$ cat config.mk
export PLATFORM = sky130hd
export DESIGN_NAME = hdc_bundler_top
export DESIGN_NICKNAME = d
export VERILOG_FILES = /design/src/source/hdc_pkg.sv /design/src/source/hdc_bundler_top.sv /design/src/source/apb_regs.sv /design/src/source/bundle_buffer.sv /design/src/source/result_arbiter.sv /design/src/source/encode_core.sv
export SDC_FILE = /design/constraint.sdc
export NUM_CORES = 2
export LEC_CHECK = 0
export BUFFER_PORTS_ARGS = -buffer_cell sky130_fd_sc_hd__buf_2
export CORE_ASPECT_RATIO = 0.75
export CORE_MARGIN = 1.5
export CORE_UTILIZATION = 40
export DETAILED_ROUTE_END_ITERATION = 10
export GPL_TIMING_DRIVEN = 0
export MAX_ROUTING_LAYER = met4
export PLACE_DENSITY = 0.64
export SYNTH_ARGS = -nofsm -noshare
export SYNTH_HDL_FRONTEND = slang
export SYNTH_HIERARCHICAL = 1
export SYNTH_SLANG_ARGS = --single-unit
export TNS_END_PERCENT = 20
$ cat constraint.sdc
create_clock -name clk -period 4.8 [get_ports clk]
set_clock_uncertainty 0.2 [all_clocks]
set_input_delay 0.96 -clock clk [delete_from_list [all_inputs] [get_ports clk]]
set_output_delay 0.96 -clock clk [all_outputs]
set_load 0.1 [all_outputs]
$ cat src/source/hdc_pkg.sv
package hdc_pkg;

    // hypervector and core geometry
    localparam int HV_DIM    = 32;
    localparam int NUM_CORES = 4;
    localparam int CORE_W    = $clog2(NUM_CORES);
    localparam int PERM_W    = 5;

    // vote counters saturate symmetrically at +/-127
    localparam int CNT_W = 8;
    localparam logic signed [CNT_W-1:0] CNT_MAX = 8'sd127;
    localparam logic signed [CNT_W-1:0] CNT_MIN = -8'sd127;

    // bundled vector count, saturates at all ones
    localparam int BCNT_W = 8;

    // apb bus widths, one hypervector per data word
    localparam int APB_AW = 8;
    localparam int APB_DW = 32;

    // register map
    localparam logic [APB_AW-1:0] ADDR_CTRL        = 8'h00;
    localparam logic [APB_AW-1:0] ADDR_STATUS      = 8'h04;
    localparam logic [APB_AW-1:0] ADDR_RESULT      = 8'h08;
    localparam logic [APB_AW-1:0] ADDR_SIGN        = 8'h0C;
    localparam logic [APB_AW-1:0] ADDR_PERM        = 8'h10;
    localparam logic [APB_AW-1:0] ADDR_SAMPLE_BASE = 8'h20;
    localparam logic [APB_AW-1:0] ADDR_KEY_BASE    = 8'h40;

    // ctrl and status fields
    localparam int CTRL_CLEAR_BIT = 4;
    localparam int CTRL_SNAP_BIT  = 5;
    localparam int STATUS_CNT_LSB = 8;

endpackage
$ cat src/source/hdc_bundler_top.sv
module hdc_bundler_top (
    input  logic                       clk,
    input  logic                       arst_n,
    input  logic [hdc_pkg::APB_AW-1:0] paddr,
    input  logic                       psel,
    input  logic                       penable,
    input  logic                       pwrite,
    input  logic [hdc_pkg::APB_DW-1:0] pwdata,
    output logic [hdc_pkg::APB_DW-1:0] prdata,
    output logic                       pready,
    output logic                       pslverr
);
    import hdc_pkg::*;

    logic [NUM_CORES-1:0]             core_start;
    logic [NUM_CORES-1:0][HV_DIM-1:0] core_sample;
    logic [NUM_CORES-1:0][HV_DIM-1:0] core_key;
    logic [PERM_W-1:0]                perm;
    logic [NUM_CORES-1:0]             core_req;
    logic [NUM_CORES-1:0]             core_grant;
    logic [NUM_CORES-1:0][HV_DIM-1:0] core_hv;
    logic                             bus_valid;
    logic [HV_DIM-1:0]                bus_hv;
    logic                             clear;
    logic                             snapshot;
    logic [HV_DIM-1:0]                sign_vec;
    logic [HV_DIM-1:0]                result_vec;
    logic [BCNT_W-1:0]                bundle_count;

    // a core is busy while its request is pending
    apb_regs i_regs (
        .clk          (clk),
        .arst_n       (arst_n),
        .paddr        (paddr),
        .psel         (psel),
        .penable      (penable),
        .pwrite       (pwrite),
        .pwdata       (pwdata),
        .prdata       (prdata),
        .pready       (pready),
        .pslverr      (pslverr),
        .start        (core_start),
        .sample       (core_sample),
        .key          (core_key),
        .perm         (perm),
        .clear        (clear),
        .snapshot     (snapshot),
        .busy         (core_req),
        .sign_vec     (sign_vec),
        .result_vec   (result_vec),
        .bundle_count (bundle_count)
    );

    for (genvar g = 0; g < NUM_CORES; g++) begin : g_core
        encode_core i_core (
            .clk    (clk),
            .arst_n (arst_n),
            .start  (core_start[g]),
            .sample (core_sample[g]),
            .key    (core_key[g]),
            .perm   (perm),
            .grant  (core_grant[g]),
            .req    (core_req[g]),
            .hv     (core_hv[g])
        );
    end

    result_arbiter i_arb (
        .clk       (clk),
        .arst_n    (arst_n),
        .req       (core_req),
        .hv_in     (core_hv),
        .grant     (core_grant),
        .bus_valid (bus_valid),
        .bus_hv    (bus_hv)
    );

    bundle_buffer i_buf (
        .clk          (clk),
        .arst_n       (arst_n),
        .bus_valid    (bus_valid),
        .bus_hv       (bus_hv),
        .clear        (clear),
        .snapshot     (snapshot),
        .sign_vec     (sign_vec),
        .result_vec   (result_vec),
        .bundle_count (bundle_count)
    );

endmodule

$ cat src/source/apb_regs.sv
module apb_regs (
    input  logic                                               clk,
    input  logic                                               arst_n,
    input  logic [hdc_pkg::APB_AW-1:0]                         paddr,
    input  logic                                               psel,
    input  logic                                               penable,
    input  logic                                               pwrite,
    input  logic [hdc_pkg::APB_DW-1:0]                         pwdata,
    output logic [hdc_pkg::APB_DW-1:0]                         prdata,
    output logic                                               pready,
    output logic                                               pslverr,
    output logic [hdc_pkg::NUM_CORES-1:0]                      start,
    output logic [hdc_pkg::NUM_CORES-1:0][hdc_pkg::HV_DIM-1:0] sample,
    output logic [hdc_pkg::NUM_CORES-1:0][hdc_pkg::HV_DIM-1:0] key,
    output logic [hdc_pkg::PERM_W-1:0]                         perm,
    output logic                                               clear,
    output logic                                               snapshot,
    input  logic [hdc_pkg::NUM_CORES-1:0]                      busy,
    input  logic [hdc_pkg::HV_DIM-1:0]                         sign_vec,
    input  logic [hdc_pkg::HV_DIM-1:0]                         result_vec,
    input  logic [hdc_pkg::BCNT_W-1:0]                         bundle_count
);
    import hdc_pkg::*;

    logic              access;
    logic              aligned;
    logic              hit_sample;
    logic              hit_key;
    logic              hit_ro;
    logic              mapped;
    logic              wr_en;
    logic [CORE_W-1:0] slot;

    // zero wait states
    assign pready = 1'b1;
    assign access = psel && penable;

    assign aligned = (paddr[1:0] == 2'b00);

    // sample and key banks sit on 16 byte boundaries, word index picks the core
    assign slot = paddr[CORE_W+1:2];
    assign hit_sample = aligned &&
        (paddr[APB_AW-1:CORE_W+2] == ADDR_SAMPLE_BASE[APB_AW-1:CORE_W+2]);
    assign hit_key = aligned &&
        (paddr[APB_AW-1:CORE_W+2] == ADDR_KEY_BASE[APB_AW-1:CORE_W+2]);

    // read-only registers
    assign hit_ro = (paddr == ADDR_STATUS) || (paddr == ADDR_RESULT) ||
                    (paddr == ADDR_SIGN);

    assign mapped = hit_ro || hit_sample || hit_key ||
                    (paddr == ADDR_CTRL) || (paddr == ADDR_PERM);

    assign pslverr = access && (!mapped || (pwrite && hit_ro));
    assign wr_en   = access && pwrite && !pslverr;

    // configuration registers
    always_ff @(posedge clk or negedge arst_n) begin
        if (!arst_n) begin
            sample <= '0;
            key    <= '0;
            perm   <= '0;
        end else if (wr_en) begin
            if (hit_sample) begin
                sample[slot] <= pwdata;
            end else if (hit_key) begin
                key[slot] <= pwdata;
            end else if (paddr == ADDR_PERM) begin
                perm <= pwdata[PERM_W-1:0];
            end
        end
    end

    // command pulses last one cycle
    always_ff @(posedge clk or negedge arst_n) begin
        if (!arst_n) begin
            start    <= '0;
            clear    <= 1'b0;
            snapshot <= 1'b0;
        end else begin
            start    <= '0;
            clear    <= 1'b0;
            snapshot <= 1'b0;
            if (wr_en && paddr == ADDR_CTRL) begin
                start    <= pwdata[NUM_CORES-1:0];
                clear    <= pwdata[CTRL_CLEAR_BIT];
                snapshot <= pwdata[CTRL_SNAP_BIT];
            end
        end
    end

    // read mux, zero outside a read access
    always_comb begin
        prdata = '0;
        if (access && !pwrite) begin
            if (hit_sample) begin
                prdata = sample[slot];
            end else if (hit_key) begin
                prdata = key[slot];
            end else begin
                case (paddr)
                    ADDR_STATUS: begin
                        prdata[NUM_CORES-1:0]               = busy;
                        prdata[STATUS_CNT_LSB +: BCNT_W]   = bundle_count;
                    end
                    ADDR_RESULT: begin
                        prdata = result_vec;
                    end
                    ADDR_SIGN: begin
                        prdata = sign_vec;
                    end
                    ADDR_PERM: begin
                        prdata[PERM_W-1:0] = perm;
                    end
                    // ctrl is write only and reads as zero
                    default: begin
                        prdata = '0;
                    end
                endcase
            end
        end
    end

endmodule

$ cat src/source/bundle_buffer.sv
module bundle_buffer (
    input  logic                       clk,
    input  logic                       arst_n,
    input  logic                       bus_valid,
    input  logic [hdc_pkg::HV_DIM-1:0] bus_hv,
    input  logic                       clear,
    input  logic                       snapshot,
    output logic [hdc_pkg::HV_DIM-1:0] sign_vec,
    output logic [hdc_pkg::HV_DIM-1:0] result_vec,
    output logic [hdc_pkg::BCNT_W-1:0] bundle_count
);
    import hdc_pkg::*;

    // one vote counter per dimension
    logic signed [CNT_W-1:0] cnt [HV_DIM];

    always_ff @(posedge clk or negedge arst_n) begin
        if (!arst_n) begin
            for (int i = 0; i < HV_DIM; i++) begin
                cnt[i] <= '0;
            end
        end else if (clear) begin
            // clear beats a vote in the same cycle
            for (int i = 0; i < HV_DIM; i++) begin
                cnt[i] <= '0;
            end
        end else if (bus_valid) begin
            for (int i = 0; i < HV_DIM; i++) begin
                if (bus_hv[i] && cnt[i] != CNT_MAX) begin
                    cnt[i] <= cnt[i] + 1'b1;
                end else if (!bus_hv[i] && cnt[i] != CNT_MIN) begin
                    cnt[i] <= cnt[i] - 1'b1;
                end
            end
        end
    end

    // strictly positive counter votes 1, a tie votes 0
    always_comb begin
        for (int i = 0; i < HV_DIM; i++) begin
            sign_vec[i] = (cnt[i] > 0);
        end
    end

    // vectors bundled since the last clear
    always_ff @(posedge clk or negedge arst_n) begin
        if (!arst_n) begin
            bundle_count <= '0;
        end else if (clear) begin
            bundle_count <= '0;
        end else if (bus_valid && bundle_count != '1) begin
            bundle_count <= bundle_count + 1'b1;
        end
    end

    // snapshot freezes the sign vector seen before this edge
    always_ff @(posedge clk or negedge arst_n) begin
        if (!arst_n) begin
            result_vec <= '0;
        end else if (snapshot) begin
            result_vec <= sign_vec;
        end
    end

endmodule

$ cat src/source/result_arbiter.sv
module result_arbiter (
    input  logic                                          clk,
    input  logic                                          arst_n,
    input  logic [hdc_pkg::NUM_CORES-1:0]                 req,
    input  logic [hdc_pkg::NUM_CORES-1:0][hdc_pkg::HV_DIM-1:0] hv_in,
    output logic [hdc_pkg::NUM_CORES-1:0]                 grant,
    output logic                                          bus_valid,
    output logic [hdc_pkg::HV_DIM-1:0]                    bus_hv
);
    import hdc_pkg::*;

    // first core to look at in the next search
    logic [CORE_W-1:0] ptr;
    logic [CORE_W-1:0] winner;
    logic              found;

    // search starts at ptr and wraps around
    always_comb begin
        logic [CORE_W-1:0] idx;
        found  = 1'b0;
        winner = ptr;
        for (int k = 0; k < NUM_CORES; k++) begin
            idx = ptr + CORE_W'(k);
            if (!found && req[idx]) begin
                found  = 1'b1;
                winner = idx;
            end
        end
    end

    always_comb begin
        grant = '0;
        if (found) begin
            grant[winner] = 1'b1;
        end
    end

    assign bus_valid = |grant;
    assign bus_hv    = found ? hv_in[winner] : '0;

    // NUM_CORES is a power of two, so the pointer wraps on its own
    always_ff @(posedge clk or negedge arst_n) begin
        if (!arst_n) begin
            ptr <= '0;
        end else if (found) begin
            ptr <= winner + 1'b1;
        end
    end

endmodule

$ cat src/source/encode_core.sv
module encode_core (
    input  logic                       clk,
    input  logic                       arst_n,
    input  logic                       start,
    input  logic [hdc_pkg::HV_DIM-1:0] sample,
    input  logic [hdc_pkg::HV_DIM-1:0] key,
    input  logic [hdc_pkg::PERM_W-1:0] perm,
    input  logic                       grant,
    output logic                       req,
    output logic [hdc_pkg::HV_DIM-1:0] hv
);
    import hdc_pkg::*;

    logic [HV_DIM-1:0] bound;
    logic [HV_DIM-1:0] permuted;
    logic              accept;

    // rotate left: shift the doubled word and keep the upper half
    function automatic logic [HV_DIM-1:0] rotl(
        input logic [HV_DIM-1:0] x,
        input logic [PERM_W-1:0] n
    );
        logic [2*HV_DIM-1:0] doubled;
        doubled = {x, x} << n;
        return doubled[2*HV_DIM-1:HV_DIM];
    endfunction

    // binding is a plain xor
    assign bound    = sample ^ key;
    assign permuted = rotl(bound, perm);

    // a start while a result is still pending is dropped
    assign accept = start && !req;

    always_ff @(posedge clk or negedge arst_n) begin
        if (!arst_n) begin
            req <= 1'b0;
        end else if (accept) begin
            req <= 1'b1;
        end else if (grant) begin
            req <= 1'b0;
        end
    end

    // result held stable until the arbiter takes it
    always_ff @(posedge clk) begin
        if (accept) begin
            hv <= permuted;
        end
    end

endmodule

Word-level counts from Yosys, hierarchy flattened. Cells that the tools add are included.

Register bits: 697. Input port bits: 45. Output and inout port bits: 34.

Add/subtract/negate cells: 69. Order comparisons: 40. Equal/unequal tests: 71. Shifts and indexed selects: 4. Multiplexer cells: 116. Bitwise operators: 6. Reduce and logical (&&, ||, !) cells: 208.

Operators by type and width (number): 8-bit 2-to-1 mux (66); 8-bit != test (second input constant) (65); 256-bit 2-to-1 mux (2); 8-bit by 1-bit adder with 8-bit output (second input constant) (33); 128-bit bitwise mux (2); 8-bit by 1-bit greater-than comparator with 1-bit output (second input constant) (32); 32-bit 2-to-1 mux (8); 64-bit by 5-bit left shift with 64-bit output (4); 8-bit by 1-bit subtractor with 8-bit output (second input constant) (32); 32-bit binary-select mux with 2-bit select (3); 32-bit bitwise XOR (4); 3-bit nonzero test (32); 1-bit logical AND (83); 2-bit AND reduction (33); 32-bit demux with 2-bit select (1); 1-bit logical NOT (42); 16-bit case mux with 2 select lines (1); 8-bit case mux with 3 select lines (1); 1-bit 2-to-1 mux (19); 2-bit by 3-bit < comparator with 1-bit output (second input constant) (6); 8-bit by 4-bit == test with 1-bit output (second input constant) (2); 4-bit case mux with 4 select lines (1); 2-bit nonzero test (6); 1-bit binary-select mux with 2-bit select (4); other kinds (19) (32).

Longest topological paths before layout.
Depth after elaboration: 21. Mapped depth: 16. Mapped depth without buffers: 13.

Hierarchy. The synthesis kept the hierarchy.

By module, submodules not included: bundle_buffer (instances 1, cells each 2795, area each 24285.8 um^2); encode_core (instances 4, cells each 324, area each 3348.2 um^2); apb_regs (instances 1, cells each 852, area each 12776.0 um^2); result_arbiter (instances 1, cells each 148, area each 1312.5 um^2).

Worst setup path after synthesis. No wires, ideal clock.

Path type: input port to output port. Start: input port paddr[3] (netlist bit). End: output port prdata[0] (netlist bit). Data arrival time: 4.459 ns. Path slack: -0.819 ns. Stages: 6. Buffers on the path: 2. Path through: clkbuf_1 > or3b_2 > nor2_1 > clkbuf_1 > a22oi_1 > a211oi_1.

Longest elaborated chain between the ends: 5. Elaborated cells on any way between the ends: 12.

Ends and longest elaborated chain: start, declared (RTL line hdc_bundler_top.sv:4) `input logic [hdc_pkg::APB_AW-1:0] paddr,`; 8-bit by 5-bit == test with 1-bit output, or another cell as far along (RTL line apb_regs.sv:101) `case (paddr)`; 4-bit case mux with 4 select lines / 32-bit 2-to-1 mux (equally long branches) (RTL line apb_regs.sv:101, apb_regs.sv:99); 32-bit 2-to-1 mux (RTL line apb_regs.sv:98) `end else if (hit_key) begin`; 32-bit 2-to-1 mux * (RTL line apb_regs.sv:96) `if (hit_sample) begin`; 32-bit 2-to-1 mux * (RTL line apb_regs.sv:95) `if (access && !pwrite) begin`; end, declared (RTL line hdc_bundler_top.sv:9) `output logic [hdc_pkg::APB_DW-1:0] prdata,`.

Every way passes the cells marked *; elsewhere a longest branch is shown, timed or not. The select of a mux whose other input is x is not followed.

Worst setup path in the final report.
Start: input port paddr[3] (netlist bit). End: output port prdata[18] (netlist bit).

Longest elaborated chain between the ends: 5. Elaborated cells on any way between the ends: 10.

Ends and longest elaborated chain (RTL line): 8-bit by 4-bit == test with 1-bit output / 32-bit binary-select mux with 2-bit select (equally long branches) (apb_regs.sv:101, apb_regs.sv:99); 16-bit case mux with 2 select lines / 32-bit 2-to-1 mux (equally long branches) (apb_regs.sv:101, apb_regs.sv:99); 32-bit 2-to-1 mux (apb_regs.sv:98); 32-bit 2-to-1 mux * (apb_regs.sv:96); 32-bit 2-to-1 mux * (apb_regs.sv:95).

Marks and branches as above.

==> summary.txt <==
Outcome
  – Run status: finished with violations
  – Failing checks: negative setup slack

Pwr
  – Switch share: 40.8%
  – Clock Power Share: 23.9%
  – Net Sw Power: 10900 uW
  – LEAKAGE: 0.0233 uW
  – Int Power: 15900 uW
  – Power per cell area: 464 nW/um^2
  – Logic gate share of total power: 44.1%
  – Max IR drop VDD: 268 uV
  – Reg power frac: 32.0%
  – Pwr Total: 26800 uW

STA
  – RSZ-0062 raised after global routing: true
  – Finish-stage setup viols: 12
  – Post-Route Setup TNS: -0.544 ns
  – Period utilization: 103%
  – Post-layout minimum cycle time: 4.94 ns
  – Worst Tran Pin Value: 1.31 ns
  – Highest clock rate: 202 MHz
  – Worst slew margin: 12.6%
  – Slew Viols, Final: 0
  – Final WS setup: -0.140 ns
  – Endpoints failing hold: 0

Clock network
  – Clk_lat worst skew: 0.70 ns
  – CTS tree: yes
  – Hold-fix buffers, CTS: 0
  – Reg clk slew, reported paths: 0.06 ns
  – Total CTS buffers: 75
  – CTS Buffer Depth: 3
  – Root Buffer: clkbuf_16
  – H-tree depth: 3
  – Clock Sinks: 697

Worst setup path
  – Nature of the critical path endpoint: primary output
  – Crit-path leading delay family: buffers and inverters
  – Crit path launch type: input pin
  – Worst Path Arrival: 3.78 ns
  – Origin of the critical flop-to-flop path: g_core[2].i_core/req
  – Reg2Reg Setup Slack: 0.08 ns
  – Largest fanout on the critical path: 11
  – CP required: 3.64 ns
  – RR Endpoint: i_buf/cnt[150]
  – Critical path depth: 7
  – Reg2Reg Depth: 15
  – Crit-path most repeated cell: buf_2
  – Slowest stage cell on the critical path: o22ai_1
  – Worst Setup EP: prdata[18]
  – Crit-path cells: buf_2 > clkbuf_2 > buf_2 > mux4_2 > o22ai_1 > nor3_1 > buf_2
  – Buffers & Inverters on Critical Path: 4
  – Critical path startpoint: paddr[3]
  – Max stage delay on crit path: 0.76 ns
  – Critical path class: in2out

Cells and area
  – NumNets Final: 5553
  – Finished Layout Cells: 7060
  – Layout area overhead: 11.6%
  – Reg area: 18100 um^2
  – Multi-input gate area: 32200 um^2
  – Share of cells above drive strength 1: 17.4%
  – Final core occ: 44.9%
  – Layout fillers: 12100

Routing
  – DR vias: 45900
  – Final ANT Viol Nets: 0
  – Vias per Instance: 6.50
  – DR pass1 iterations: 6
  – # DRC: 0
  – WL final: 195000 um
  – 1st-iter DRT viols: 6016
  – Routed wire length per instance: 27.6 um

Synthesis
  – Syn nets: 5394
  – Ys Warns: 6
  – Number of flops mapped to enable cells by yosys: 128
  – Seq cells post-synth: 697
  – Avg Cell Area, Syn: 10.2 um^2
  – Yosys cell types: 98
  – Sequential area share after synthesis: 34.9%
  – Main synth FF type: dfrtp_1
  – Async SR Flop Fraction: 81.6%
  – Synth area leaders: dfrtp_1 (28%), edfxtp_1 (7.4%), mux2_2 (6.9%)
  – Post-synth design cell area: 51800 um^2
  – Cells after Synth: 5091
  – Post-synth top area cell: dfrtp_1
  – Top cell type's share of synthesized area: 27.5%

Global route
  – GR Overflow Total: 0
  – GRT Util Overall: 29.8%
  – Initial antenna violation count: 4
  – Largest net degree at the start of global routing: 115
  – Vias in the first global route: 42400
  – First-pass GRT wire length: 285000 um

Min path
  – Hold Crit Class: in2async

Floorplan
  – Die area: 132000 um^2
  – Starting Density: 40.2%
  – I/O Pins: 79
  – Cell Rows: 114
  – Std-Cell Core Area: 129000 um^2
  – Die Span X: 418 um
  – Die Y-Extent: 315 um

Placement
  – Port Buffers: 70
  – Post-DP HPWL: 150000 um
  – Post-Place Cells: 6907
  – Final RePlAce weighted congestion: 1.07
  – Place WS: -1.00 ns

Run
  – Max_cap viols: 0
power by group through the flow:
stage / sequential, uW / clock (uW) / combinational, uW
after detailed placement: 8590 / 0 / 11300
after floorplan: 8120 / 0 / 8880
after global placement: 8570 / 0 / 11000
after global routing: 8740 / 6720 / 13100
after CTS: 8500 / 6480 / 11500
final: 8570 / 6400 / 11800
through the flow:
stage	instance area [um^2]	hold WS, ns
after floorplan	51800	0.277
after global placement	54300	0.285
after detailed placement	54500	0.294
after CTS	57500	0.114
after global routing	57800	0.138
final	57800	0.0768
flip-flops by register name (all words and copies together) (netlist names):
name and cells:
i_buf/cnt 256, g_core.i_core/hv 128, i_regs/key 128, i_regs/sample 128, i_buf/result_vec 32, i_buf/bundle_count 8, i_regs/perm 5, g_core.i_core/req 4
i_regs/start 4, i_arb/ptr 2, i_regs/clear 1, i_regs/snapshot 1
worst register-to-register path: stages, from the launching register on:
cell	delay (ns)
dfrtp_2	0.51
and2b_4	0.21
nor2_2	0.05
a2bb2oi_4	0.20
buf_12	0.19
buf_12	0.18
mux2i_1	0.66
o22ai_1	0.45
o21ai_2	0.34
inv_1	0.12
fa_1	0.45
nor2b_1	0.15
o21a_1	0.17
o21a_1	0.15
o311ai_0	0.18
a311o_1	0.39
area by class of cell:
type                            count  area share [%]
Clock buffer                       92            3.50
Tap cell                         1740            3.77
Timing Repair Buffer               83            1.06
Buffer                            260            2.36
Multi-Input combinational cell   3963            55.8
Clock inverter                     47            1.07
Sequential cell                   697            31.3
Inverter                          170            1.10
Antenna cell                        8          0.0346
how the worst min path moves through the flow:
stage                           end  slack, ns  depth (start not counted)
2_1_floorplan   i_buf/result_vec[0]       0.28                          1
5_1_grt               i_buf/cnt[13]       0.14                          1
6_report              i_buf/cnt[13]       0.08                          1
4_1_cts               i_buf/cnt[13]       0.11                          1
3_3_place_gp    i_buf/result_vec[7]       0.29                          1
3_5_place_dp   i_buf/result_vec[30]       0.29                          1
cells in the mapped netlist (21+ instances only):
cell,number
a22oi_1,138
o211ai_1,25
xor2_1,131
mux4_1,28
o22ai_1,179
nand3b_1,46
dfrtp_1,569
inv_1,167
ha_1,226
nor2_1,219
mux2i_1,246
a21boi_0,24
o31ai_1,21
a21oi_1,175
nand2_1,282
buf_2,66
o21ai_0,296
nand4_1,55
mux2_2,316
a211oi_1,54
xnor2_1,182
nor4_1,21
nand2b_1,22
o21a_1,36
clkbuf_1,138
nor3_1,146
mux2_1,24
fa_1,32
a31oi_1,95
and4b_1,25
o221ai_1,22
and4_1,27
nand3_1,249
o41ai_1,33
edfxtp_1,128
and2_1,37
or3_1,32
buf_1,27
mux4_2,112
and3_1,27
nor2b_1,97
layer usage:
metal | vias up | part of all wire, % | track usage (%)
li1 | 19900 | - | -
met1 | 23100 | 43 | 41.5
met2 | 2518 | 40 | 39.6
met3 | 442 | 13 | 9.98
met4 | 0 | 4.3 | 10.8
met5 | - | 0 | -
cell families after synthesis:
| kind of cell | count (synthesis) | synth area share [%] |
|---|---|---|
| DFF | 697 | 34.9 |
| and+or+nand+nor | 1390 | 14.3 |
| xor gates and xnor gates | 313 | 5.30 |
| muxes | 726 | 18.4 |
| other | 1 | 0.00724 |
| adders and majority gates | 258 | 6.70 |
| buffers and inverters | 431 | 3.80 |
| AOI/OAI and AO/OA | 1275 | 16.5 |
cell usage in the layout (no fill, tap or decap), drive strengths merged, types with 37 or more instances in the layout:
cell type	count
clkbuf	233
mux2i	246
a21oi	176
nand3	249
nand4	55
edfxtp	128
nor3	147
nand3b	47
inv	178
ha	226
xnor2	182
a31oi	95
mux4	140
a211oi	54
a22oi	147
dfrtp	569
o22ai	183
xor2	131
mux2	340
nand2	286
and2	37
nor2	221
buf	200
nor2b	97
o21ai	299
timing repair:
action | CTS | global route
gates resized for setup | 80 | 66
pin swaps | 1 | 0
buffers inserted | 3 | 3
setup endpoints to repair | 66 | 48
No activity file was read; power rests on OpenSTA's default activity.
